$ cat config.mk
export PLATFORM = sky130hd
export DESIGN_NAME = wb_stage
export DESIGN_NICKNAME = d
export VERILOG_FILES = /design/src/logic/rv_isa_pkg.sv /design/src/logic/pipe_pkg.sv /design/src/logic/wb_stage.sv
export SDC_FILE = /design/constraint.sdc
export NUM_CORES = 2
export LEC_CHECK = 0
export BUFFER_PORTS_ARGS = -buffer_cell sky130_fd_sc_hd__buf_2
export CORE_MARGIN = 5
export CORE_UTILIZATION = 53
export DETAILED_ROUTE_END_ITERATION = 10
export PLACE_DENSITY = 0.7
export SKIP_LAST_GASP = 1
export SYNTH_ARGS = -nofsm -noshare
export SYNTH_HDL_FRONTEND = slang
export SYNTH_SLANG_ARGS = --single-unit
$ cat constraint.sdc
create_clock -name clk -period 5 [get_ports clk]
set_input_delay 0.75 -clock clk [delete_from_list [all_inputs] [get_ports clk]]
set_output_delay 0.75 -clock clk [all_outputs]
set_load 0.1 [all_outputs]
$ cat src/logic/rv_isa_pkg.sv
// RV64 instruction encodings and the decoded instruction word, shared by decode and the testbench
package rv_isa_pkg;

    parameter int XLEN = 64; // integer register width

    // major opcodes handled by the execute core
    parameter logic [6:0] OPC_OP        = 7'b0110011;
    parameter logic [6:0] OPC_OP_IMM    = 7'b0010011;
    parameter logic [6:0] OPC_OP_32     = 7'b0111011;
    parameter logic [6:0] OPC_OP_IMM_32 = 7'b0011011;
    parameter logic [6:0] OPC_LUI       = 7'b0110111;

    parameter logic [6:0] FUNCT7_BASE   = 7'b0000000;
    parameter logic [6:0] FUNCT7_ALT    = 7'b0100000; // sub and arithmetic shift
    parameter logic [6:0] FUNCT7_MULDIV = 7'b0000001; // M extension

    parameter logic [2:0] F3_ADD  = 3'b000;
    parameter logic [2:0] F3_SLL  = 3'b001;
    parameter logic [2:0] F3_SLT  = 3'b010;
    parameter logic [2:0] F3_SLTU = 3'b011;
    parameter logic [2:0] F3_XOR  = 3'b100;
    parameter logic [2:0] F3_SR   = 3'b101; // srl or sra by funct7
    parameter logic [2:0] F3_OR   = 3'b110;
    parameter logic [2:0] F3_AND  = 3'b111;
    parameter logic [2:0] F3_MUL  = 3'b000; // low half product

    typedef struct packed {
        logic [6:0] funct7;
        logic [4:0] rs2;
        logic [4:0] rs1;
        logic [2:0] funct3;
        logic [4:0] rd;
        logic [6:0] opcode;
    } r_type_t;

    typedef struct packed {
        logic [11:0] imm;
        logic [4:0]  rs1;
        logic [2:0]  funct3;
        logic [4:0]  rd;
        logic [6:0]  opcode;
    } i_type_t;

    // same 32 bits, register form or immediate form
    typedef union packed {
        r_type_t r;
        i_type_t i;
    } rv_inst_u;

endpackage

$ cat src/logic/pipe_pkg.sv
// control words and result requests passed between the decode, execute and writeback stages
package pipe_pkg;

    typedef enum logic [3:0] {
        ALU_ADD    = 4'd0,
        ALU_SUB    = 4'd1,
        ALU_SLL    = 4'd2,
        ALU_SLT    = 4'd3,
        ALU_SLTU   = 4'd4,
        ALU_XOR    = 4'd5,
        ALU_SRL    = 4'd6,
        ALU_SRA    = 4'd7,
        ALU_OR     = 4'd8,
        ALU_AND    = 4'd9,
        ALU_PASS_B = 4'd10 // lui
    } alu_op_e;

    // execute control word, registered by decode
    typedef struct packed {
        logic                          valid;
        logic                          is_mul;
        logic                          word_op;  // 32-bit op, result sign-extended
        alu_op_e                       alu_op;
        logic [4:0]                    rd;
        logic [rv_isa_pkg::XLEN-1:0]   src_a;
        logic [rv_isa_pkg::XLEN-1:0]   src_b;
    } ex_ctrl_t;

    // one result headed for the register file
    typedef struct packed {
        logic                          valid;
        logic [4:0]                    rd;
        logic [rv_isa_pkg::XLEN-1:0]   data;
    } wb_req_t;

endpackage

$ cat src/logic/wb_stage.sv
// writeback stage: merges the unit results, owns the register file and drives the retire pulse
module wb_stage (
    input  logic                          clk,
    input  logic                          rst_n_i,
    input  pipe_pkg::wb_req_t             alu_res_i,
    input  pipe_pkg::wb_req_t             mul_res_i,
    input  logic [4:0]                    rf_raddr1_i,
    input  logic [4:0]                    rf_raddr2_i,
    output logic [rv_isa_pkg::XLEN-1:0]   rf_rdata1_o,
    output logic [rv_isa_pkg::XLEN-1:0]   rf_rdata2_o,
    output pipe_pkg::wb_req_t             wb_o
);
    import rv_isa_pkg::*;
    import pipe_pkg::*;

    logic [XLEN-1:0] rf_q [1:31];   // x0 not stored
    wb_req_t         merged;
    wb_req_t         wb_q;

    // units never finish in the same cycle
    assign merged = alu_res_i.valid ? alu_res_i : mul_res_i;

    always_ff @(posedge clk) begin
        if (!rst_n_i) begin
            for (int r = 1; r < 32; r++)
                rf_q[r] <= '0;
        end else if (merged.valid && merged.rd != 5'd0) begin
            rf_q[merged.rd] <= merged.data;
        end
    end

    always_ff @(posedge clk) begin
        if (!rst_n_i)
            wb_q.valid <= 1'b0;
        else
            wb_q <= merged;
    end

    // asynchronous read, x0 hardwired
    assign rf_rdata1_o = (rf_raddr1_i == 5'd0) ? '0 : rf_q[rf_raddr1_i];
    assign rf_rdata2_o = (rf_raddr2_i == 5'd0) ? '0 : rf_q[rf_raddr2_i];

    assign wb_o = wb_q;

endmodule
==> reports/metrics.yaml <==
outcome: "finished clean"
synth_area_leaders: "edfxtp_1, mux4_2, nor2_1"
post_cts_resized: 0
grt_util_met2: 0.556
worst_pin_slew_ns: 1.30
clkTransAtPathRegs_ns: 0.06
synth_ff_type: "edfxtp_1"
setup_viol: 0
powerDensity_nw_per_um2: 369
synth_seq_cells: 2118
grt_pass1_vias: 76000
boundaryPins: 350
synth_top_area_frac: 0.598
met3_usage: 0.127
drive_above_1_share: 0.273
drt_wl_total_um: 404000
max_freq_mhz: 216
cts-htree-levels: 4
root_buffer: "clkbuf_16"
cts_buffer_depth: 3
total_leakage_power_uw: 0.0437
synth_edf_count: 2117
yosysWarnings: 0
cp_data_arrival_time_ns: 3.88
initial_utilization: 0.533
synthArstFlopShare: 0
core_um2: 200000
cp-startpoint: "rf_raddr2_i[1]"
numCtsBuffers: 217
seqCellArea_um2: 63600
yosys.area.top_type: "edfxtp_1"
drc: 0
final_util: 0.611
drt_iter0_markers: 14600
yosysUniqueCellTypes: 53
final_antenna_net_count: 0
yosysMostFrequentCell: "edfxtp_1"
antenna_found_initial: 16
worst_setup_path_end_kind: "output port"
vias: 76300
area_delta_synth_final_pct: 14.6
worst_ep_required_time_ns: 4.25
port_buffers: 349
wl_per_cell_um: 38.7
cts_setup_buffers: 0
die-width_um: 458
overflow: 0
cap_violations: 0
grt_pass1_wl_um: 561000
grtUsageTotal: 0.378
synth_cells: 7390
synth.avg_cell_area_um2: 14.4
busiest_layer: "met2"
viasPerCell: 7.31
firstDrtPassIters: 8
fin_crit_sh: 0.926
cts_hold_buf: 0
nNetsFinal: 7746
place_hpwl_um: 235000
die_y_um: 458
worstHoldStart: "mul_res_i[69]"
row_count: 164
worstSetupPathType: "primary input to output port"
crit_end: "rf_rdata2_o[61]"
crit_fanout: 51
ir_drop_mv: 0.376
ys_seq_area_frac: 0.598
slew_viol_final: 0
rsz0062_at_grt: "false"
tns_ns: 0
cts_tree: "done"
die_area_um2: 210000
syn-cell-area_um2: 106000
synthTopCellsByCount: "edfxtp_1, nor2_1, mux4_2"
start_kind: "primary input"
min_path_type: "primary input to flip-flop"
multi_input_area_um2: 40500
place_congestion: 0.904
grt_max_degree: 74
nFillCells: 14700
hold_viol: 0
cts.sinks: 2118
relSlewSlack: 0.117
grt_util_met1: 0.469
fin_crit_ns: 4.63
==> per-layer routing <==
layer	up-vias	share of wire
met5	-	0.00023
met4	8	0.094
met3	1791	0.16
met2	7897	0.44
met1	38000	0.30
li1	28600	-
==> layout by cell type, fill, tap and decap left out, types with 47 or more instances in the layout <==
cell       count
mux4_2       909
clkinv_1      60
o22ai_1       54
buf_4        273
mux2i_4       58
nor2_1      2063
nand2_1       50
nand3_1       92
buf_2        248
o21ai_0       95
clkbuf_1      48
inv_1         72
nand2_4       55
mux2_2        47
edfxtp_1    2117
a22oi_1      114
buf_12       205
clkbuf_16    217
nand3b_1      47
mux2i_1      349
o221ai_1      49
a21oi_1      130
conb_1        64
==> logic make-up (layout without fill, tap and decap cells) <==
kind of cell / Yosys count / in the layout / share of synthesized area
and+or+nand+nor: 2369 / 2369 / 0.0876
muxes: 1369 / 1369 / 0.236
other: 1 / 74 / 0.0000352
DFF: 2118 / 2118 / 0.598
buffers and inverters: 884 / 1209 / 0.0363
AOI/OAI and AO/OA: 649 / 649 / 0.0421
==> metrics by stage <==
step | hold WS, ns | instances | total power (uW) | area [um^2] | setup WS, ns
after CTS | 0.0828 | 10400 | 44700 | 122000 | 0.679
after global routing | 0.118 | 10400 | 45900 | 122000 | 0.541
after floorplan | 0.860 | 7453 | 26200 | 107000 | 0.190
final | 0.113 | 10400 | 44900 | 122000 | 0.368
after detailed placement | 1.01 | 10000 | 29200 | 115000 | 0.703
after global placement | 1.00 | 10000 | 29000 | 115000 | 0.725
==> power by group <==
part | switching, uW | internal, uW | total (uW)
clock | 7280 | 8620 | 15900
sequential | 546 | 20600 | 21200
combinational | 5210 | 2660 | 7870
==> registers in the layout, indices dropped and copies added, names as in the netlist <==
signal / count
rf_q: 2048
wb_o: 70
==> cell type report <==
class / count / area share
sequential: 2118 / 0.521
multi-input combinational: 4451 / 0.332
timing repair buffer: 734 / 0.0616
clock buffer: 265 / 0.0460
tap: 2656 / 0.0272
clock inverter: 138 / 0.00960
inverter: 72 / 0.00222
antenna: 10 / 0.000205
==> worst max-delay path: stages <==
cell and delay, ns:
buf_8 0.44, buf_12 0.32, buf_4 0.26, mux4_2 0.32, mux2i_1 0.16, nor2_1 0.05
a311oi_1 0.81, a31oi_1 0.34, buf_12 0.29
==> worst min-delay path by stage <==
stage	cells after the start	slack (ns)	endpoint
4_1_cts	2	0.08	wb_o[69]
6_report	2	0.11	wb_o[69]
3_5_place_dp	2	1.01	wb_o[69]
2_1_floorplan	1	0.86	wb_o[69]
3_3_place_gp	2	1.00	wb_o[69]
5_1_grt	2	0.12	wb_o[69]
Note: power is estimated with default switching activity, not from simulation.
