[src/logic/rv_isa_pkg.sv]
// RV64 instruction encodings and the decoded instruction word, shared by decode and the testbench
package rv_isa_pkg;

    parameter int XLEN = 64; // integer register width

    // major opcodes handled by the execute core
    parameter logic [6:0] OPC_OP        = 7'b0110011;
    parameter logic [6:0] OPC_OP_IMM    = 7'b0010011;
    parameter logic [6:0] OPC_OP_32     = 7'b0111011;
    parameter logic [6:0] OPC_OP_IMM_32 = 7'b0011011;
    parameter logic [6:0] OPC_LUI       = 7'b0110111;

    parameter logic [6:0] FUNCT7_BASE   = 7'b0000000;
    parameter logic [6:0] FUNCT7_ALT    = 7'b0100000; // sub and arithmetic shift
    parameter logic [6:0] FUNCT7_MULDIV = 7'b0000001; // M extension

    parameter logic [2:0] F3_ADD  = 3'b000;
    parameter logic [2:0] F3_SLL  = 3'b001;
    parameter logic [2:0] F3_SLT  = 3'b010;
    parameter logic [2:0] F3_SLTU = 3'b011;
    parameter logic [2:0] F3_XOR  = 3'b100;
    parameter logic [2:0] F3_SR   = 3'b101; // srl or sra by funct7
    parameter logic [2:0] F3_OR   = 3'b110;
    parameter logic [2:0] F3_AND  = 3'b111;
    parameter logic [2:0] F3_MUL  = 3'b000; // low half product

    typedef struct packed {
        logic [6:0] funct7;
        logic [4:0] rs2;
        logic [4:0] rs1;
        logic [2:0] funct3;
        logic [4:0] rd;
        logic [6:0] opcode;
    } r_type_t;

    typedef struct packed {
        logic [11:0] imm;
        logic [4:0]  rs1;
        logic [2:0]  funct3;
        logic [4:0]  rd;
        logic [6:0]  opcode;
    } i_type_t;

    // same 32 bits, register form or immediate form
    typedef union packed {
        r_type_t r;
        i_type_t i;
    } rv_inst_u;

endpackage

[src/logic/pipe_pkg.sv]
// control words and result requests passed between the decode, execute and writeback stages
package pipe_pkg;

    typedef enum logic [3:0] {
        ALU_ADD    = 4'd0,
        ALU_SUB    = 4'd1,
        ALU_SLL    = 4'd2,
        ALU_SLT    = 4'd3,
        ALU_SLTU   = 4'd4,
        ALU_XOR    = 4'd5,
        ALU_SRL    = 4'd6,
        ALU_SRA    = 4'd7,
        ALU_OR     = 4'd8,
        ALU_AND    = 4'd9,
        ALU_PASS_B = 4'd10 // lui
    } alu_op_e;

    // execute control word, registered by decode
    typedef struct packed {
        logic                          valid;
        logic                          is_mul;
        logic                          word_op;  // 32-bit op, result sign-extended
        alu_op_e                       alu_op;
        logic [4:0]                    rd;
        logic [rv_isa_pkg::XLEN-1:0]   src_a;
        logic [rv_isa_pkg::XLEN-1:0]   src_b;
    } ex_ctrl_t;

    // one result headed for the register file
    typedef struct packed {
        logic                          valid;
        logic [4:0]                    rd;
        logic [rv_isa_pkg::XLEN-1:0]   data;
    } wb_req_t;

endpackage

[src/logic/id_stage.sv]
// decode stage: turns each accepted instruction into the registered execute control word
module id_stage (
    input  logic                          clk,
    input  logic                          rst_n_i,
    input  logic [31:0]                   inst_i,
    input  logic                          inst_valid_i,
    input  logic                          stall_i,
    output logic [4:0]                    rf_raddr1_o,
    output logic [4:0]                    rf_raddr2_o,
    input  logic [rv_isa_pkg::XLEN-1:0]   rf_rdata1_i,
    input  logic [rv_isa_pkg::XLEN-1:0]   rf_rdata2_i,
    input  pipe_pkg::wb_req_t             fwd_i,
    output pipe_pkg::ex_ctrl_t            ex_ctrl_o,
    output logic                          illegal_o
);
    import rv_isa_pkg::*;
    import pipe_pkg::*;

    rv_inst_u          inst;
    logic [XLEN-1:0]   imm_i;
    logic [XLEN-1:0]   imm_u;
    logic [XLEN-1:0]   op1;
    logic [XLEN-1:0]   op2;
    logic              imm_alt;
    logic              illegal;
    logic              use_imm;
    logic              is_lui;
    logic              is_mul;
    logic              word_op;
    alu_op_e           alu_op;
    logic              accept;
    ex_ctrl_t          ctrl_d;
    ex_ctrl_t          ctrl_q;
    logic              illegal_q;

    function automatic alu_op_e base_op(input logic [2:0] funct3, input logic alt);
        alu_op_e op;
        case (funct3)
            F3_ADD:  op = alt ? ALU_SUB : ALU_ADD;
            F3_SLL:  op = ALU_SLL;
            F3_SLT:  op = ALU_SLT;
            F3_SLTU: op = ALU_SLTU;
            F3_XOR:  op = ALU_XOR;
            F3_SR:   op = alt ? ALU_SRA : ALU_SRL;
            F3_OR:   op = ALU_OR;
            F3_AND:  op = ALU_AND;
            default: op = ALU_ADD;
        endcase
        return op;
    endfunction

    // funct7 must be zero, or ALT on add/sub and right shifts
    function automatic logic alt_ok(input logic [6:0] funct7, input logic [2:0] funct3);
        return funct7 == FUNCT7_BASE ||
               (funct7 == FUNCT7_ALT && (funct3 == F3_ADD || funct3 == F3_SR));
    endfunction

    assign inst    = inst_i;
    assign imm_i   = {{(XLEN-12){inst.i.imm[11]}}, inst.i.imm};
    assign imm_u   = {{(XLEN-32){inst_i[31]}}, inst_i[31:12], 12'b0};
    assign imm_alt = inst.r.funct7[5] & (inst.r.funct3 == F3_SR); // srai, sraiw
    assign accept  = inst_valid_i & ~stall_i;

    always_comb begin
        illegal = 1'b0;
        use_imm = 1'b1;
        is_lui  = 1'b0;
        is_mul  = 1'b0;
        word_op = 1'b0;
        alu_op  = ALU_ADD;
        case (inst.r.opcode)
            OPC_OP, OPC_OP_32: begin
                use_imm = 1'b0;
                word_op = inst.r.opcode == OPC_OP_32;
                if (inst.r.funct7 == FUNCT7_MULDIV) begin
                    is_mul  = 1'b1;
                    illegal = inst.r.funct3 != F3_MUL;     // div and high halves not here
                end else begin
                    alu_op  = base_op(inst.r.funct3, inst.r.funct7[5]);
                    illegal = !alt_ok(inst.r.funct7, inst.r.funct3);
                    if (word_op && !(inst.r.funct3 inside {F3_ADD, F3_SLL, F3_SR}))
                        illegal = 1'b1;
                end
            end
            OPC_OP_IMM: begin
                alu_op = base_op(inst.r.funct3, imm_alt);
                if (inst.r.funct3 == F3_SLL)
                    illegal = inst.r.funct7[6:1] != 6'd0;  // 6-bit shamt
                else if (inst.r.funct3 == F3_SR)
                    illegal = inst.r.funct7[6:1] != 6'd0 &&
                              inst.r.funct7[6:1] != FUNCT7_ALT[6:1];
            end
            OPC_OP_IMM_32: begin
                word_op = 1'b1;
                alu_op  = base_op(inst.r.funct3, imm_alt);
                if (inst.r.funct3 inside {F3_SLL, F3_SR})
                    illegal = !alt_ok(inst.r.funct7, inst.r.funct3);
                else
                    illegal = inst.r.funct3 != F3_ADD;     // only addiw
            end
            OPC_LUI: begin
                is_lui = 1'b1;
                alu_op = ALU_PASS_B;
            end
            default: illegal = 1'b1;
        endcase
    end

    assign rf_raddr1_o = inst.r.rs1;
    assign rf_raddr2_o = inst.r.rs2;

    // bypass the instruction now in execute
    assign op1 = (fwd_i.valid && fwd_i.rd == inst.r.rs1 && inst.r.rs1 != 5'd0) ?
                 fwd_i.data : rf_rdata1_i;
    assign op2 = (fwd_i.valid && fwd_i.rd == inst.r.rs2 && inst.r.rs2 != 5'd0) ?
                 fwd_i.data : rf_rdata2_i;

    always_comb begin
        ctrl_d.valid   = accept & ~illegal;  // bubble otherwise
        ctrl_d.is_mul  = is_mul;
        ctrl_d.word_op = word_op;
        ctrl_d.alu_op  = alu_op;
        ctrl_d.rd      = inst.r.rd;
        ctrl_d.src_a   = op1;
        ctrl_d.src_b   = is_lui ? imm_u : (use_imm ? imm_i : op2);
    end

    always_ff @(posedge clk) begin
        if (!rst_n_i) begin
            ctrl_q.valid <= 1'b0;
            illegal_q    <= 1'b0;
        end else begin
            ctrl_q    <= ctrl_d;
            illegal_q <= accept & illegal;
        end
    end

    assign ex_ctrl_o = ctrl_q;
    assign illegal_o = illegal_q;

endmodule

[config.mk]
export PLATFORM = sky130hd
export DESIGN_NAME = id_stage
export DESIGN_NICKNAME = d
export VERILOG_FILES = /design/src/logic/rv_isa_pkg.sv /design/src/logic/pipe_pkg.sv /design/src/logic/id_stage.sv
export SDC_FILE = /design/constraint.sdc
export NUM_CORES = 1
export LEC_CHECK = 0
export ABC_AREA = 1
export BUFFER_PORTS_ARGS = -buffer_cell sky130_fd_sc_hd__buf_2
export CAP_MARGIN = 25
export CORE_AREA = 5 5 148 150
export CTS_CLUSTER_DIAMETER = 80
export CTS_CLUSTER_SIZE = 12
export DETAILED_ROUTE_END_ITERATION = 16
export DIE_AREA = 0 0 153 155
export GPL_TIMING_DRIVEN = 0
export PLACE_DENSITY = 0.68
export SLEW_MARGIN = 40
export SYNTH_ARGS = -nofsm -noshare
export SYNTH_HDL_FRONTEND = slang
export SYNTH_SLANG_ARGS = --single-unit
export TNS_END_PERCENT = 30
[constraint.sdc]
create_clock -name clk -period 1.5 [get_ports clk]
set_clock_uncertainty 0.15 [all_clocks]
set_input_delay 0.225 -clock clk [delete_from_list [all_inputs] [get_ports clk]]
set_output_delay 0.225 -clock clk [all_outputs]
set_load 0.02 [all_outputs]
==> flow_metrics.py, run 1 <==
metrics = {
    "finish": {
        "nets": 1621,
        "final_cell_mix": "388 x buf_2, 183 x nand2_1, 141 x nand3_1",
        "drive_gt1_share_pct": 40.1,
        "stdcell_area_um2": 12300,
        "syn2layout_area_growth_pct": 67.1,
        "final_common_cell": "buf_2",
        "fin_cells": 1674,
        "antenna_cells": 0,
    },
    "placed_design": {
        "dp_hpwl_mm": 21.8,
        "placed_area_um2": 9710,
        "gp_congestion": 0.893,
        "port_buffers": 384,
        "place_inst": 1494,
    },
    "detailed_routing": {
        "drt_wl_total_mm": 31.5,
        "detail_route.iter0.violations": 544,
        "ant_nets": 0,
        "post_drt_via_cell_ratio": 4.99,
        "wl_per_cell_um": 18.8,
        "vias": 8351,
        "drc": 0,
        "drt-pass1-iter-count": 6,
    },
    "yosys": {
        "synth_cell_types": 29,
        "yosysWarnings": 0,
        "syn_area_per_cell_um2": 8.80,
        "syn_nets": 1068,
        "ys_ff_latch": 141,
        "seq_area_frac_synth_pct": 57.4,
        "synthCells": 834,
        "synthesis.area_um2": 7340,
    },
    "sta": {
        "setup_viol": 0,
        "finalCriticalPeriod_ns": 1.47,
        "period_share_pct": 97.8,
        "grt_setup_unrepaired": "true",
        "max_slew.worst_pin.slew_ns": 0.556,
        "clock.fmax_mhz": 681,
        "finalHoldViolations": 0,
        "slew_headroom_pct": 62.9,
        "maxSlewViolCount": 0,
    },
    "clocking": {
        "numCtsBuffers": 17,
        "clockBufferDepth": 2,
        "cts_sinks": 141,
        "cts_tree": "built",
        "htree_levels": 4,
        "path_clk_slew_ns": 0.06,
        "cts_root_buffer": "clkbuf_16",
    },
    "grt": {
        "gr-usage-met1_pct": 30.2,
        "use_met2_pct": 45.4,
        "grt-busiest-layer": "met2",
        "grt_max_degree": 79,
        "grt_pass1_vias": 8432,
        "antenna_found_initial": 2,
        "use_met3_pct": 7.51,
        "grt_pass1_wl_mm": 46.9,
        "grt_overflow": 0,
        "track_usage_pct": 25.5,
    },
    "die": {
        "core_um2": 20600,
        "die_w_um": 153,
        "io_pins": 385,
        "dieHeight_um": 155,
        "start_util_pct": 35.7,
        "dieArea_um2": 23700,
        "row_count": 53,
    },
    "critical_path": {
        "slowest_delay_ns": 0.21,
        "slowest_stage": "buf_2",
        "critical_path_class": "primary input to register",
        "critPathLaunchType": "primary input",
        "cp_common_cell": "buf_2",
        "critPathArrivalTime_ns": 1.55,
        "path_cells": "buf_2 -> inv_12 -> nand2_4 -> nor2_2 -> nand2_2 -> nor2_4 -> buf_12 -> buf_2 -> o21ai_0 -> o21ai_1",
        "required_ns": 1.58,
        "crit_fanout": 10,
        "crit_path_end_kind": "register",
    },
    "power": {
        "p_leak_uw": 0.00578,
        "p_per_area_nw_per_um2": 928,
        "total_power_uw": 11400,
        "ir_drop_v": 0.000698,
    },
    "job": {
        "cap_violations": 0,
    },
    "status": {
        "status": "finished, final reports clean",
    },
    "worst_hold_path": {
        "hold_path_class": "primary input to register",
    },
}
-- through the flow --
stage               utilization (%)  hold WS, ns  TNS, ns  setup WS (ns)
finish                         59.7       0.0185        0         0.0325
floorplan                         -        0.174    -1.76        -0.0328
global route                   59.7      0.00563  -0.0708        -0.0283
detailed placement             47.2        0.254  -101.39         -0.841
global placement               47.0        0.252  -334.51          -1.83
CTS                            58.7     0.000433   -0.161        -0.0589
-- registers in the layout (all words and copies together) (netlist names) --
signal,cells
ex_ctrl_o,140
illegal_o,1
-- path summary, 6_finish.rpt --
path / from / endpoint / slack, ns / depth (start not counted)
worst max-delay path: inst_i[6] / ex_ctrl_o[59] / 0.03 / 10
worst min-delay path: rf_rdata2_i[32] / ex_ctrl_o[32] / 0.02 / 3
-- cell usage after synthesis --
library cell | n | area (um^2)
xor2_1 | 1 | 8.76
buf_4 | 13 | 97.6
nor3_1 | 4 | 20.0
dfxtp_1 | 2 | 40.0
or2_0 | 1 | 6.26
o21ai_0 | 62 | 310
and3_1 | 1 | 6.26
clkbuf_1 | 12 | 45.0
nor2_1 | 46 | 173
o21ai_1 | 12 | 60.1
nor4_2 | 1 | 12.5
nor2_4 | 2 | 22.5
buf_1 | 5 | 18.8
nand3_1 | 147 | 736
nor4_1 | 1 | 6.26
or2_2 | 4 | 25.0
nand2_1 | 205 | 769
inv_2 | 2 | 7.51
xnor2_1 | 2 | 17.5
edfxtp_1 | 139 | 4170
nand2_2 | 1 | 6.26
inv_1 | 76 | 285
nand3b_1 | 1 | 7.51
a211oi_1 | 1 | 7.51
nand4_1 | 3 | 18.8
buf_2 | 33 | 165
clkbuf_2 | 1 | 5.00
a21oi_1 | 55 | 275
nand4_2 | 1 | 12.5
-- layout make-up --
class,instances,area [um^2]
Multi-Input combinational cell,553,2760
Clock buffer,18,429
Tap cell,275,344
Inverter,78,313
Sequential cell,141,4210
Fill cell,1790,8290
Clock inverter,13,148
Timing Repair Buffer,533,3540
Buffer,63,523
-- logic make-up after synthesis --
family | synth area share, %
AND/OR/NAND/NOR | 24.8
buffers and inverters | 8.51
flip-flops | 57.4
AO/OA/AOI/OAI | 8.90
XOR/XNOR | 0.358
-- where the power goes --
group	total, uW	leakage (uW)	internal, uW	switching [uW]
Clock	4280	0.000277	2590	1690
Sequential	4780	0.00137	4700	82.9
Combinational	2320	0.00413	967	1350
Total	11400	0.00578	8260	3130
-- layer usage --
layer	up-vias	share of wire, %
li1	3948	-
met4	4	2.3
met1	3854	38
met3	63	8.7
met5	-	0.044
met2	482	51
-- worst max-delay path, delay by kind of cell --
kind	cells	cell delay [ns]
compound gates	2	0.33
buf+inv	4	0.56
simple gates	4	0.42
-- what timing repair did --
action                     in CTS  in global routing
pin swaps                      11                 14
buffers inserted               13                  6
hold endpoints to repair       75                  0
gates resized for setup       100                 71
gates cloned                   10                  0
setup endpoints to repair     128                126
hold buffers                  121                  0
Power figures use the tool's default switching activity.
==> run 2, diff against run 1 <==
--- a/config.mk
+++ b/config.mk
@@ -14,7 +14,7 @@
 export DETAILED_ROUTE_END_ITERATION = 16
 export DIE_AREA = 0 0 153 155
 export GPL_TIMING_DRIVEN = 0
-export PLACE_DENSITY = 0.68
+export PLACE_DENSITY = 0.65
 export SLEW_MARGIN = 40
 export SYNTH_ARGS = -nofsm -noshare
 export SYNTH_HDL_FRONTEND = slang
==> constraint.sdc (replaced) <==
create_clock -name clk -period 1.84 [get_ports clk]
set_clock_uncertainty 0.15 [all_clocks]
set_input_delay 0.276 -clock clk [delete_from_list [all_inputs] [get_ports clk]]
set_output_delay 0.276 -clock clk [all_outputs]
set_load 0.02 [all_outputs]
==> run 2 against run 1 <==
  * Flip-flop and latch count stayed put
  * Global-route usage is 1.9 points lower
  * First-iteration DRC count is 1.5% lower
  * Cell count is 4.5% lower
  * Total power is 20% lower
  * Non-clock buffer count is 81 lower
  * Critical endpoint is now ex_ctrl_o[108]
  * Largest cell class unchanged
  * Highest routed layer unchanged
==> flow_metrics.py, run 2 (same netlist as run 1, synthesis figures left out) <==
metrics = {
    "sta": {
        "period_share_pct": 94.1,
        "slew_headroom_pct": 63.7,
        "setup_viol": 0,
        "finalHoldViolations": 0,
        "max_slew.worst_pin.slew_ns": 0.545,
        "maxSlewViolCount": 0,
        "finalCriticalPeriod_ns": 1.73,
        "clock.fmax_mhz": 577,
        "grt_setup_unrepaired": "true",
        "hold_ws_ns": 0.0219,
    },
    "die": {
        "dieHeight_um": 155,
        "dieArea_um2": 23700,
        "start_util_pct": 35.7,
        "io_pins": 385,
        "row_count": 53,
        "core_um2": 20600,
        "die_w_um": 153,
    },
    "finish": {
        "area.sequential_um2": 4210,
        "largest_reg_flops": 140,
        "drive_gt1_share_pct": 36.8,
        "nets": 1538,
        "fill_cells": 1959,
        "final_common_cell": "buf_2",
        "multiInputGateArea_um2": 2520,
        "final_cell_mix": "415 x buf_2, 204 x nand2_1, 147 x nand3_1",
        "syn2layout_area_growth_pct": 49.5,
    },
    "detailed_routing": {
        "vias": 7888,
        "drt_wl_total_mm": 29.3,
        "drc": 0,
        "post_drt_via_cell_ratio": 4.94,
        "wl_per_cell_um": 18.3,
        "drt-pass1-iter-count": 6,
        "detail_route.iter0.violations": 536,
        "ant_nets": 0,
    },
    "grt": {
        "grt_overflow": 0,
        "antenna_found_initial": 6,
        "grt_pass1_vias": 7866,
        "track_usage_pct": 23.6,
        "grt_pass1_wl_mm": 43.2,
        "grt_max_degree": 79,
    },
    "placed_design": {
        "dp_hpwl_mm": 22.1,
        "port_buffers": 384,
        "gp_congestion": 0.906,
    },
    "critical_path": {
        "path_cells": "buf_2 -> inv_2 -> o21ai_0 -> nor4_2 -> buf_2 -> buf_2 -> nand3_1 -> nand2_1",
        "cp_common_cell": "buf_2",
        "critPathArrivalTime_ns": 1.85,
        "slowest_stage": "buf_2",
        "required_ns": 1.96,
        "crit_fanout": 10,
        "crit_path_end": "ex_ctrl_o[108]",
        "critPathLaunchType": "primary input",
        "critical_path_class": "primary input to register",
        "critical_path_depth": 8,
        "critPathTopFamily": "buffers and inverters",
        "crit_path_end_kind": "register",
        "slowest_delay_ns": 0.39,
        "worst-path-buf-inv": 4,
        "crit_start": "fwd_i[67]",
    },
    "worst_hold_path": {
        "hold_path_class": "primary input to register",
    },
    "clocking": {
        "clockBufferDepth": 2,
        "cts_tree": "built",
        "cts_root_buffer": "clkbuf_16",
        "cts_sinks": 141,
        "path_clk_slew_ns": 0.07,
        "numCtsBuffers": 17,
        "htree_levels": 4,
    },
    "power": {
        "p_leak_uw": 0.00527,
        "swShare_pct": 27.8,
        "power_frac_clock_pct": 39.6,
        "ir_drop_v": 0.000583,
        "p_per_area_nw_per_um2": 834,
        "p_int_uw": 6600,
        "pwr-share-seq_pct": 42.6,
        "power.switching_uw": 2540,
        "total_power_uw": 9150,
        "comb_power_share_pct": 17.8,
    },
    "status": {
        "status": "finished, final reports clean",
    },
    "job": {
        "cap_violations": 0,
    },
}
==> run 2: cell count changes in the layout (fill, tap and decap cells not counted), moves of 6 or more <==
cell,before,now
buf_2,388,415
nand3_2,6,0
buf_12,8,1
nand3_1,141,147
dlygate4sd3_1,121,65
inv_1,70,76
buf_6,21,0
o21ai_1,31,12
nand2_2,18,1
buf_4,34,13
clkbuf_4,7,1
diode_2,0,6
o21ai_0,41,62
nand2_1,183,204
==> run 2: worst min path at each step <==
stage,depth (start not counted),slack [ns],startpoint,to
global route,3,0.003,fwd_i[22],ex_ctrl_o[86]
global placement,1,0.30,inst_i[7],ex_ctrl_o[128]
floorplan,0,0.22,inst_i[7],ex_ctrl_o[128]
CTS,3,0.005,rf_rdata1_i[53],ex_ctrl_o[117]
detailed placement,1,0.30,inst_i[7],ex_ctrl_o[128]
finish,3,0.02,rf_rdata1_i[18],ex_ctrl_o[82]
==> run 2: cell type report <==
class / count / area share, %
Antenna cell: 6 / 0.137
Buffer: 64 / 3.15
Clock buffer: 17 / 3.88
Clock inverter: 15 / 1.70
Inverter: 78 / 2.67
Multi-Input combinational cell: 551 / 22.9
Sequential cell: 141 / 38.4
Tap cell: 275 / 3.14
Timing Repair Buffer: 451 / 24.0
==> run 2: metal layers <==
layer | global-route usage, % | up-vias | routed length [um]
li1 | - | 3773 | -
met1 | 28.5 | 3617 | 11300
met3 | 6.43 | 63 | 2440
met2 | 40.9 | 433 | 14700
met4 | 8.10 | 2 | 823
met5 | 0 | - | 13
==> run 2: what timing repair did <==
item	in CTS	in global routing
pin swaps	1	0
setup buffers	1	0
endpoints found under the setup margin	76	59
gates resized for setup	3	14
hold buffers	65	0
hold endpoints to repair	65	0
cloned	0	0
==> run 2: through the flow <==
step                setup TNS, ns  instance area [um^2]  worst slack (ns)  std cells  utilization [%]
detailed placement         -54.20                  9640            -0.554       1494             46.9
finish                          0                 11000             0.108       1598             53.4
floorplan                       0                  7340             0.152        834                -
global placement          -255.47                  9610             -1.54       1493             46.7
global route            -0.000850                 11000         -0.000850       1597             53.4
CTS                             0                 10900            0.0234       1592             53.2
==> run 2: power groups by stage <==
stage,combinational [uW],sequential [uW],clock (uW)
after floorplan,377,4310,0
after global placement,1490,3970,0
after detailed placement,1510,3960,0
after CTS,1620,3890,3710
after global routing,1750,3920,3840
final,1630,3890,3630
